<file path="src/mpf_pkg.sv">
package mpf_pkg;

    // ============================================================
    // Address geometry
    // ============================================================

    // Line offset bits within one page
    localparam int PAGE_BITS = 6;
    // Virtual page number bits, sized for the default 16 entry table
    localparam int VPN_BITS = 4;
    // Physical page number bits
    localparam int PPN_BITS = 12;

    // Virtual and physical line address widths
    localparam int VA_BITS = VPN_BITS + PAGE_BITS;
    localparam int PA_BITS = PPN_BITS + PAGE_BITS;

    // Client metadata and read data widths
    localparam int MDATA_BITS = 16;
    localparam int DATA_BITS = 64;

    // Memory port tag width. MAX_ACTIVE_REQS may not exceed 2**TAG_BITS
    localparam int TAG_BITS = 8;

    // ============================================================
    // Payloads
    // ============================================================

    // Read request from the client, 26 bits
    typedef struct packed {
        logic [VA_BITS-1:0]    addr;
        logic [MDATA_BITS-1:0] mdata;
    } mpf_req_t;

    // Read response toward the client, 80 bits
    typedef struct packed {
        logic [DATA_BITS-1:0]  data;
        logic [MDATA_BITS-1:0] mdata;
    } mpf_rsp_t;

endpackage

</file>
<file path="src/mpf_req_fifo.sv">
`timescale 1ns/1ps

// Valid/ready FIFO shared by the request and the response paths.
// The payload type is set per instance
module mpf_req_fifo
#(
    parameter int  DEPTH     = 4,
    parameter type payload_t = logic
)
(
    input  logic     clk,
    input  logic     reset,

    input  logic     in_valid,
    input  payload_t in_data,
    output logic     in_ready,

    output logic     out_valid,
    output payload_t out_data,
    input  logic     out_ready
);

    localparam int PTR_BITS = (DEPTH > 1) ? $clog2(DEPTH) : 1;
    localparam int CNT_BITS = $clog2(DEPTH + 1);

    // Storage array, one entry written on each push
    payload_t            mem [DEPTH];
    logic [PTR_BITS-1:0] wr_ptr;
    logic [PTR_BITS-1:0] rd_ptr;
    logic [CNT_BITS-1:0] count;
    logic                push;
    logic                pop;

    // Pointer step with wrap, which also covers depths that are not a power of two
    function automatic logic [PTR_BITS-1:0] next_ptr(input logic [PTR_BITS-1:0] ptr);
        if (ptr == PTR_BITS'(DEPTH - 1))
        begin
            return '0;
        end
        return ptr + 1'b1;
    endfunction

    // Full holds the writer off; empty hides the output
    assign in_ready  = (count != CNT_BITS'(DEPTH));
    assign out_valid = (count != '0);
    assign out_data  = mem[rd_ptr];

    assign push = in_valid && in_ready;
    assign pop  = out_valid && out_ready;

    always_ff @(posedge clk)
    begin
        if (push)
        begin
            mem[wr_ptr] <= in_data;
        end
    end

    // Pointers and occupancy. A push and a pop in one cycle leave count unchanged
    always_ff @(posedge clk)
    begin
        if (reset)
        begin
            wr_ptr <= '0;
            rd_ptr <= '0;
            count  <= '0;
        end
        else
        begin
            if (push)
            begin
                wr_ptr <= next_ptr(wr_ptr);
            end
            if (pop)
            begin
                rd_ptr <= next_ptr(rd_ptr);
            end
            case ({push, pop})
                2'b10:   count <= count + 1'b1;
                2'b01:   count <= count - 1'b1;
                default: count <= count;
            endcase
        end
    end

endmodule

</file>
<file path="src/mpf_shim_rsp_order.sv">
`timescale 1ns/1ps

// Read response sorter. Each request takes the tail slot, whose index
// becomes the memory tag. The client mdata waits in the slot and is
// joined back to the data when the head slot retires in request order
module mpf_shim_rsp_order
    import mpf_pkg::*;
#(
    parameter int MAX_ACTIVE_REQS = 8
)
(
    input  logic                 clk,
    input  logic                 reset,

    // Requests from the client side
    input  logic                 up_valid,
    input  mpf_req_t             up_req,
    output logic                 up_ready,

    // Tagged requests toward memory
    output logic                 dn_valid,
    output logic [VA_BITS-1:0]   dn_addr,
    output logic [TAG_BITS-1:0]  dn_tag,
    input  logic                 dn_ready,

    // Unordered responses from memory
    input  logic                 mem_rsp_valid,
    input  logic [TAG_BITS-1:0]  mem_rsp_tag,
    input  logic [DATA_BITS-1:0] mem_rsp_data,

    // Ordered responses toward the client
    output logic                 rsp_valid,
    output mpf_rsp_t             rsp,
    input  logic                 rsp_ready
);

    localparam int IDX_BITS = (MAX_ACTIVE_REQS > 1) ? $clog2(MAX_ACTIVE_REQS) : 1;
    localparam int CNT_BITS = $clog2(MAX_ACTIVE_REQS + 1);

    // ============================================================
    // Slot state
    // ============================================================

    logic [MDATA_BITS-1:0]      mdata_mem [MAX_ACTIVE_REQS];
    logic [DATA_BITS-1:0]       data_mem  [MAX_ACTIVE_REQS];
    // Set when a slot's data has come back from memory
    logic [MAX_ACTIVE_REQS-1:0] done;
    // Oldest outstanding slot and next slot to allocate
    logic [IDX_BITS-1:0]        head;
    logic [IDX_BITS-1:0]        tail;
    logic [CNT_BITS-1:0]        n_active;
    logic [IDX_BITS-1:0]        rsp_slot;
    logic                       slot_free;
    logic                       up_fire;
    logic                       rsp_fire;

    function automatic logic [IDX_BITS-1:0] next_idx(input logic [IDX_BITS-1:0] idx);
        if (idx == IDX_BITS'(MAX_ACTIVE_REQS - 1))
        begin
            return '0;
        end
        return idx + 1'b1;
    endfunction

    // ============================================================
    // Request side
    // ============================================================

    // A request flows straight through, but only while a slot is free
    assign slot_free = (n_active != CNT_BITS'(MAX_ACTIVE_REQS));
    assign dn_valid  = up_valid && slot_free;
    assign up_ready  = dn_ready && slot_free;
    assign dn_addr   = up_req.addr;
    // The slot index is the tag seen by memory
    assign dn_tag    = TAG_BITS'(tail);
    assign up_fire   = up_valid && up_ready;

    // ============================================================
    // Response side
    // ============================================================

    // Memory only returns tags of outstanding slots, so the low bits suffice
    assign rsp_slot  = mem_rsp_tag[IDX_BITS-1:0];

    // Head data shows the cycle after it lands, since done is registered
    assign rsp_valid  = done[head];
    assign rsp.data   = data_mem[head];
    assign rsp.mdata  = mdata_mem[head];
    assign rsp_fire   = rsp_valid && rsp_ready;

    // Slot payload, mdata on allocation and data on completion
    always_ff @(posedge clk)
    begin
        if (up_fire)
        begin
            mdata_mem[tail] <= up_req.mdata;
        end
        if (mem_rsp_valid)
        begin
            data_mem[rsp_slot] <= mem_rsp_data;
        end
    end

    // Allocation, completion and in-order retirement
    always_ff @(posedge clk)
    begin
        if (reset)
        begin
            head     <= '0;
            tail     <= '0;
            n_active <= '0;
            done     <= '0;
        end
        else
        begin
            if (up_fire)
            begin
                tail <= next_idx(tail);
            end
            // The retiring head is already done, so it never matches a returning tag
            if (rsp_fire)
            begin
                done[head] <= 1'b0;
                head       <= next_idx(head);
            end
            if (mem_rsp_valid)
            begin
                done[rsp_slot] <= 1'b1;
            end
            case ({up_fire, rsp_fire})
                2'b10:   n_active <= n_active + 1'b1;
                2'b01:   n_active <= n_active - 1'b1;
                default: n_active <= n_active;
            endcase
        end
    end

endmodule

</file>
<file path="src/mpf_shim_vtp.sv">
`timescale 1ns/1ps

// Virtual to physical translation with a fully resident page table.
// With translation off the same register stage passes addresses through
module mpf_shim_vtp
    import mpf_pkg::*;
#(
    parameter int N_PAGES    = 16,
    parameter bit ENABLE_VTP = 1
)
(
    input  logic                clk,
    input  logic                reset,

    // Page table writes, always accepted
    input  logic                csr_wr_valid,
    input  logic [VPN_BITS-1:0] csr_wr_page,
    input  logic [PPN_BITS-1:0] csr_wr_ppn,

    // Virtual requests from the sorter
    input  logic                in_valid,
    input  logic [VA_BITS-1:0]  in_addr,
    input  logic [TAG_BITS-1:0] in_tag,
    output logic                in_ready,

    // Physical requests toward memory
    output logic                out_valid,
    output logic [PA_BITS-1:0]  out_addr,
    output logic [TAG_BITS-1:0] out_tag,
    input  logic                out_ready
);

    logic [PA_BITS-1:0] phys_addr;

    // ============================================================
    // Address mapping
    // ============================================================

    if (ENABLE_VTP)
    begin : vtp
        logic [PPN_BITS-1:0] page_table [N_PAGES];

        // The table comes out of reset as the identity map, so every page is valid
        always_ff @(posedge clk)
        begin
            if (reset)
            begin
                for (int i = 0; i < N_PAGES; i++)
                begin
                    page_table[i] <= PPN_BITS'(i);
                end
            end
            else if (csr_wr_valid)
            begin
                page_table[csr_wr_page] <= csr_wr_ppn;
            end
        end

        // Physical page from the table, offset within the page unchanged
        assign phys_addr = {page_table[in_addr[VA_BITS-1:PAGE_BITS]],
                            in_addr[PAGE_BITS-1:0]};
    end
    else
    begin : no_vtp
        // No table, the virtual line is already physical
        assign phys_addr = PA_BITS'(in_addr);
    end

    // ============================================================
    // Output register
    // ============================================================

    // Take a new request when the register is empty or drains this cycle
    assign in_ready = !out_valid || out_ready;

    always_ff @(posedge clk)
    begin
        if (reset)
        begin
            out_valid <= 1'b0;
        end
        else if (in_ready)
        begin
            out_valid <= in_valid;
        end
    end

    // Address and tag are payload and load with each accepted request
    always_ff @(posedge clk)
    begin
        if (in_valid && in_ready)
        begin
            out_addr <= phys_addr;
            out_tag  <= in_tag;
        end
    end

endmodule

</file>
<file path="src/mpf_pipe_std.sv">
`timescale 1ns/1ps

// Read pipeline between the client and the memory port.
// Requests run down the file from the client, responses come back
// up through the sorter and leave through the response buffer
module mpf_pipe_std
    import mpf_pkg::*;
#(
    parameter int MAX_ACTIVE_REQS = 8,
    parameter int N_PAGES         = 16,
    parameter bit ENABLE_VTP      = 1,
    parameter int FIFO_DEPTH      = 4
)
(
    input  logic                  clk,
    input  logic                  reset,

    // Client requests
    input  logic                  req_valid,
    input  logic [VA_BITS-1:0]    req_addr,
    input  logic [MDATA_BITS-1:0] req_mdata,
    output logic                  req_ready,

    // Client responses
    output logic                  rsp_valid,
    output logic [DATA_BITS-1:0]  rsp_data,
    output logic [MDATA_BITS-1:0] rsp_mdata,
    input  logic                  rsp_ready,

    // Page table writes
    input  logic                  csr_wr_valid,
    input  logic [VPN_BITS-1:0]   csr_wr_page,
    input  logic [PPN_BITS-1:0]   csr_wr_ppn,

    // Memory requests
    output logic                  mem_req_valid,
    output logic [PA_BITS-1:0]    mem_req_addr,
    output logic [TAG_BITS-1:0]   mem_req_tag,
    input  logic                  mem_req_ready,

    // Memory responses, in any order and with no back-pressure
    input  logic                  mem_rsp_valid,
    input  logic [TAG_BITS-1:0]   mem_rsp_tag,
    input  logic [DATA_BITS-1:0]  mem_rsp_data
);

    // ============================================================
    // Stage 1. Client request buffer
    // ============================================================

    mpf_req_t client_req;
    mpf_req_t buf_req;
    logic     buf_req_valid;
    logic     buf_req_ready;

    assign client_req.addr  = req_addr;
    assign client_req.mdata = req_mdata;

    mpf_req_fifo #(
        .DEPTH     (FIFO_DEPTH),
        .payload_t (mpf_req_t)
    ) req_buf (
        .clk       (clk),
        .reset     (reset),
        .in_valid  (req_valid),
        .in_data   (client_req),
        .in_ready  (req_ready),
        .out_valid (buf_req_valid),
        .out_data  (buf_req),
        .out_ready (buf_req_ready)
    );

    // ============================================================
    // Stage 2. Response sorter and mdata store
    // ============================================================

    // The client's mdata stays here, memory only sees the slot tag
    logic                ord_valid;
    logic [VA_BITS-1:0]  ord_addr;
    logic [TAG_BITS-1:0] ord_tag;
    logic                ord_ready;
    mpf_rsp_t            ord_rsp;
    logic                ord_rsp_valid;
    logic                ord_rsp_ready;

    mpf_shim_rsp_order #(
        .MAX_ACTIVE_REQS (MAX_ACTIVE_REQS)
    ) rsp_order (
        .clk           (clk),
        .reset         (reset),
        .up_valid      (buf_req_valid),
        .up_req        (buf_req),
        .up_ready      (buf_req_ready),
        .dn_valid      (ord_valid),
        .dn_addr       (ord_addr),
        .dn_tag        (ord_tag),
        .dn_ready      (ord_ready),
        .mem_rsp_valid (mem_rsp_valid),
        .mem_rsp_tag   (mem_rsp_tag),
        .mem_rsp_data  (mem_rsp_data),
        .rsp_valid     (ord_rsp_valid),
        .rsp           (ord_rsp),
        .rsp_ready     (ord_rsp_ready)
    );

    // ============================================================
    // Stage 3. Address translation, the last stage before memory
    // ============================================================

    mpf_shim_vtp #(
        .N_PAGES    (N_PAGES),
        .ENABLE_VTP (ENABLE_VTP)
    ) v_to_p (
        .clk          (clk),
        .reset        (reset),
        .csr_wr_valid (csr_wr_valid),
        .csr_wr_page  (csr_wr_page),
        .csr_wr_ppn   (csr_wr_ppn),
        .in_valid     (ord_valid),
        .in_addr      (ord_addr),
        .in_tag       (ord_tag),
        .in_ready     (ord_ready),
        .out_valid    (mem_req_valid),
        .out_addr     (mem_req_addr),
        .out_tag      (mem_req_tag),
        .out_ready    (mem_req_ready)
    );

    // ============================================================
    // Stage 4. Client response buffer
    // ============================================================

    mpf_rsp_t client_rsp;

    mpf_req_fifo #(
        .DEPTH     (FIFO_DEPTH),
        .payload_t (mpf_rsp_t)
    ) rsp_buf (
        .clk       (clk),
        .reset     (reset),
        .in_valid  (ord_rsp_valid),
        .in_data   (ord_rsp),
        .in_ready  (ord_rsp_ready),
        .out_valid (rsp_valid),
        .out_data  (client_rsp),
        .out_ready (rsp_ready)
    );

    assign rsp_data  = client_rsp.data;
    assign rsp_mdata = client_rsp.mdata;

endmodule

</file>
<file path="config.mk">
export PLATFORM = sky130hd
export DESIGN_NAME = mpf_pipe_std
export DESIGN_NICKNAME = d
export VERILOG_FILES = /design/src/mpf_pkg.sv /design/src/mpf_req_fifo.sv /design/src/mpf_shim_rsp_order.sv /design/src/mpf_shim_vtp.sv /design/src/mpf_pipe_std.sv
export SDC_FILE = /design/constraint.sdc
export NUM_CORES = 1
export LEC_CHECK = 0
export ABC_AREA = 1
export BUFFER_PORTS_ARGS = -buffer_cell sky130_fd_sc_hd__buf_4
export CAP_MARGIN = 20
export CELL_PAD_IN_SITES_DETAIL_PLACEMENT = 0
export CELL_PAD_IN_SITES_GLOBAL_PLACEMENT = 1
export CORE_ASPECT_RATIO = 0.9
export CORE_MARGIN = 1
export CORE_UTILIZATION = 45
export DETAILED_ROUTE_END_ITERATION = 8
export PLACE_DENSITY_LB_ADDON = 0.2
export SLEW_MARGIN = 20
export SYNTH_ARGS = -nofsm -noshare
export SYNTH_HDL_FRONTEND = slang
export SYNTH_SLANG_ARGS = --single-unit
</file>
<file path="constraint.sdc">
create_clock -name clk -period 13.8 [get_ports clk]
set_input_delay 1.38 -clock clk [delete_from_list [all_inputs] [get_ports clk]]
set_output_delay 1.38 -clock clk [all_outputs]
set_load 0.05 [all_outputs]
</file>
==> impl_results.rst <==
.. list-table::
   :header-rows: 1

   * - Metric
     - Value
   * - Worst path required time
     - 12.42 ns
   * - Class of the worst hold path
     - reg2reg
   * - Worst setup path endpoint
     - rsp_mdata[0]
   * - Proportion of power drawn by flip-flops and latches
     - 0.459
   * - Layout overhead on the synthesized area
     - 13.7%
   * - Nature of the critical path startpoint
     - flip-flop
   * - Distinct cell type count of the synthesized netlist
     - 37
   * - Total of flip-flops plus latches after synthesis
     - 1,317
   * - Global-route wire length before repair
     - 185 mm
   * - Pleak
     - 20.9 nW
   * - Cells on worst reg2reg path
     - 7
   * - Power density over the cells
     - 180 mW/mm²
   * - Post-CTS resize count
     - 0
   * - Highest-count cells in the layout ignoring fill and taps
     - sky130_fd_sc_hd__edfxtp_1 (1,277), sky130_fd_sc_hd__nor2_1 (888), sky130_fd_sc_hd__nand2_1 (483), sky130_fd_sc_hd__o21ai_0 (384), sky130_fd_sc_hd__buf_4 (262)
   * - Root cell of the clock tree
     - sky130_fd_sc_hd__clkbuf_16
   * - Worst R2R Setup Slack
     - 9.56 ns
   * - GP Congestion
     - 0.756
   * - Global route total overflow
     - 0
   * - Synth Warn #
     - 0
   * - Clock tree from TritonCTS
     - built
   * - Maximum number of pins on one net before global-route repair
     - 229
   * - Maximum clock skew at final layout
     - 0.0204 ns
   * - Overall routing resource usage
     - 0.207
   * - Share of flip-flops with an asynchronous set or reset after synthesis
     - 0
   * - Final antenna-violating net count
     - 0
   * - Antenna violations before repair
     - 9
   * - Peak clock frequency supported by timing
     - 0.198 GHz
   * - Share of the core filled with cells
     - 0.517
   * - Relative slew margins
     - 0.244
   * - Total die area
     - 0.118 mm²
   * - Detailed-route DRC error count
     - 0
   * - Site row count
     - 118
   * - Data arrival time at the worst-slack endpoint
     - 3.67 ns
   * - Clock latency at the later pin of the worst-skew pair
     - 0.75 ns
   * - Vias in the first global route
     - 30,400
   * - Initial Utilization
     - 0.455
   * - Share of final-layout standard cells stronger than drive strength 1
     - 0.111
   * - Number of clock sinks seen by CTS
     - 1,317
   * - Netlist Area Pre-Place
     - 0.0525 mm²
   * - Worst Tran Pin Value
     - 1.13 ns
   * - Total internal power
     - 0.00744 W
   * - Synthesized area per cell
     - 12.6 µm²
   * - DRT Wirelength
     - 122 mm
   * - Buffers inserted during post-CTS setup optimization
     - 0
   * - Vias
     - 31,700
   * - Critical Path End Type
     - output pin
   * - Number of standard cells after synthesis
     - 4,174
   * - Maximum fanout along the worst path
     - 99
   * - Number of pins with negative max-slew slack in the final report
     - 0
   * - Top-level I/O count
     - 230
   * - TritonCTS buffer count
     - 139
   * - RSZ-0062 raised after global routing
     - no
   * - Fraction of power consumed by combinational cells
     - 0.214
   * - Count of final hold-check violations
     - 0
   * - P_sw
     - 0.00329 W
   * - Max Root-Sink Buffers
     - 3
   * - Final number of setup-violating endpoints
     - 0
   * - Most common library cell in the layout ignoring fill and taps
     - sky130_fd_sc_hd__edfxtp_1
   * - Final sum of negative setup slack
     - 0 ns
   * - Minimum clock period after layout
     - 5.05 ns
   * - Reg-to-reg critical path endpoint
     - rsp_buf.mem[3][76]
   * - Horizontal die dimension
     - 362 µm
   * - Nets
     - 4,455
   * - Post-DP HPWL
     - 65.5 mm
   * - Top flip-flop cell by instance count after synthesis
     - sky130_fd_sc_hd__edfxtp_1
   * - Part of the cycle the worst path needs
     - 0.366
   * - Critical path class
     - reg2out
   * - DRC marker count from the first detailed-route iteration
     - 2,508
   * - Chip Height
     - 326 µm
   * - Max cap viols
     - 0
   * - Fraction of power consumed by the clock network
     - 0.327
   * - Proportion of synthesized chip area in sequential cells
     - 0.746
   * - Count of flip-flops with a built-in enable after synthesis
     - 1,277
   * - Routed vias/inst
     - 5.30
   * - Hold-fix buffer count after cts
     - 0
   * - Wire length per cell after detailed routing
     - 20.4 µm
   * - Detailed-routing iteration count for the pre-antenna-repair pass
     - 6
   * - Clock slew at reported path FFs
     - 0.06 ns
   * - Core footprint
     - 0.115 mm²
   * - H-tree levels
     - 4
   * - VDD IR-drop max
     - 0.000129 V
   * - Status
     - complete, no violations
   * - PortBufs
     - 219
   * - Fraction of power spent switching nets
     - 0.307
-- worst min path at each step --
stage,start,to,slack (ns),depth (start not counted)
global route,rsp_order.done[5],rsp_order.done[5],0.47,2
detailed placement,rsp_order.done[2],rsp_order.done[2],0.45,2
global placement,rsp_order.done[6],rsp_order.done[6],0.45,2
CTS,rsp_order.done[1],rsp_order.done[1],0.46,2
floorplan,rsp_order.tail[0],v_to_p.out_tag[0],0.44,0
finish,rsp_order.done[1],rsp_order.done[1],0.46,2
-- layout make-up --
type,instances,area [µm²]
tap,1560,1950
clock buffer,177,3670
sequential,1317,39200
clock inverter,65,559
inverter,196,754
antenna,3,7.51
multi-input combinational,2394,11500
fill,9887,55700
timing repair buffer,265,2020
-- per-stage QoR --
| stage | hold slack [ns] | cell area [µm²] | power, W | instances | worst slack [ns] |
|---|---|---|---|---|---|
| final | 0.458 | 59600 | 0.0107 | 5977 | 8.75 |
| after global routing | 0.472 | 59600 | 0.0112 | 5977 | 8.33 |
| after CTS | 0.463 | 59600 | 0.0108 | 5974 | 8.55 |
| after detailed placement | 0.453 | 55400 | 0.00733 | 5732 | 9.36 |
| after global placement | 0.451 | 55400 | 0.00730 | 5730 | 9.41 |
| after floorplan | 0.437 | 52500 | 0.00655 | 4178 | 8.77 |
-- layer usage --
metal / GRT usage / part of all wire / vias to the layer above
met2: 0.324 / 0.46 / 692
met5: 0 / 0.00051 / -
met1: 0.296 / 0.46 / 15600
li1: - / - / 15200
met3: 0.0374 / 0.051 / 185
met4: 0.0599 / 0.021 / 10
-- critical path, stage by stage (launching register included) --
cell and delay (ns):
sky130_fd_sc_hd__dfxtp_4 0.53, sky130_fd_sc_hd__inv_4 0.58, sky130_fd_sc_hd__buf_4 0.82, sky130_fd_sc_hd__o21ai_0 0.17, sky130_fd_sc_hd__o22ai_1 0.48, sky130_fd_sc_hd__buf_4 0.30
-- Yosys cell counts (all sizes together) (3+ instances only) --
master,count,area [µm²]
edfxtp,1277,38300
nor2,904,3390
nand2,488,1850
o21ai,384,1920
nand3,201,1020
inv,193,729
clkbuf,167,627
o32ai,160,1400
buf,104,567
o22ai,102,638
nand3b,72,541
dfxtp,40,801
a21oi,26,130
ha,19,238
nor3,18,100
a211oi,3,22.5
clkinv,3,12.5
-- logic make-up (layout without fill, tap and decap cells) --
kind of cell / after synthesis / after routing / share of synthesized area
buf+inv: 467 / 703 / 0.0369
simple gates: 1687 / 1687 / 0.132
other cells: 1 / 8 / 0.0000715
xor+xnor: 3 / 3 / 0.000501
compound gates: 678 / 678 / 0.0789
flops: 1317 / 1317 / 0.746
fa+ha+maj: 21 / 21 / 0.00529
-- power by group through the flow --
stage / clock network, W / logic (W) / registers, W
6_report: 0.00350 / 0.00230 / 0.00492
2_1_floorplan: 0 / 0.00147 / 0.00508
5_1_grt: 0.00373 / 0.00251 / 0.00495
4_1_cts: 0.00359 / 0.00232 / 0.00493
3_3_place_gp: 0 / 0.00230 / 0.00500
3_5_place_dp: 0 / 0.00232 / 0.00501
-- flip-flops by register name (all words and copies together), names as in the netlist, 4 cells and up, named ones only --
| name | flops |
|---|---|
| rsp_order.done | 8 |
| rsp_order.mdata_mem | 128 |
| v_to_p.out_addr | 18 |
| rsp_buf.mem | 320 |
| rsp_order.data_mem | 512 |
| req_buf.mem | 104 |
| rsp_order.n_active | 4 |
| v_to_p.vtp.page_table | 192 |
(Power assumes the default switching activity.)
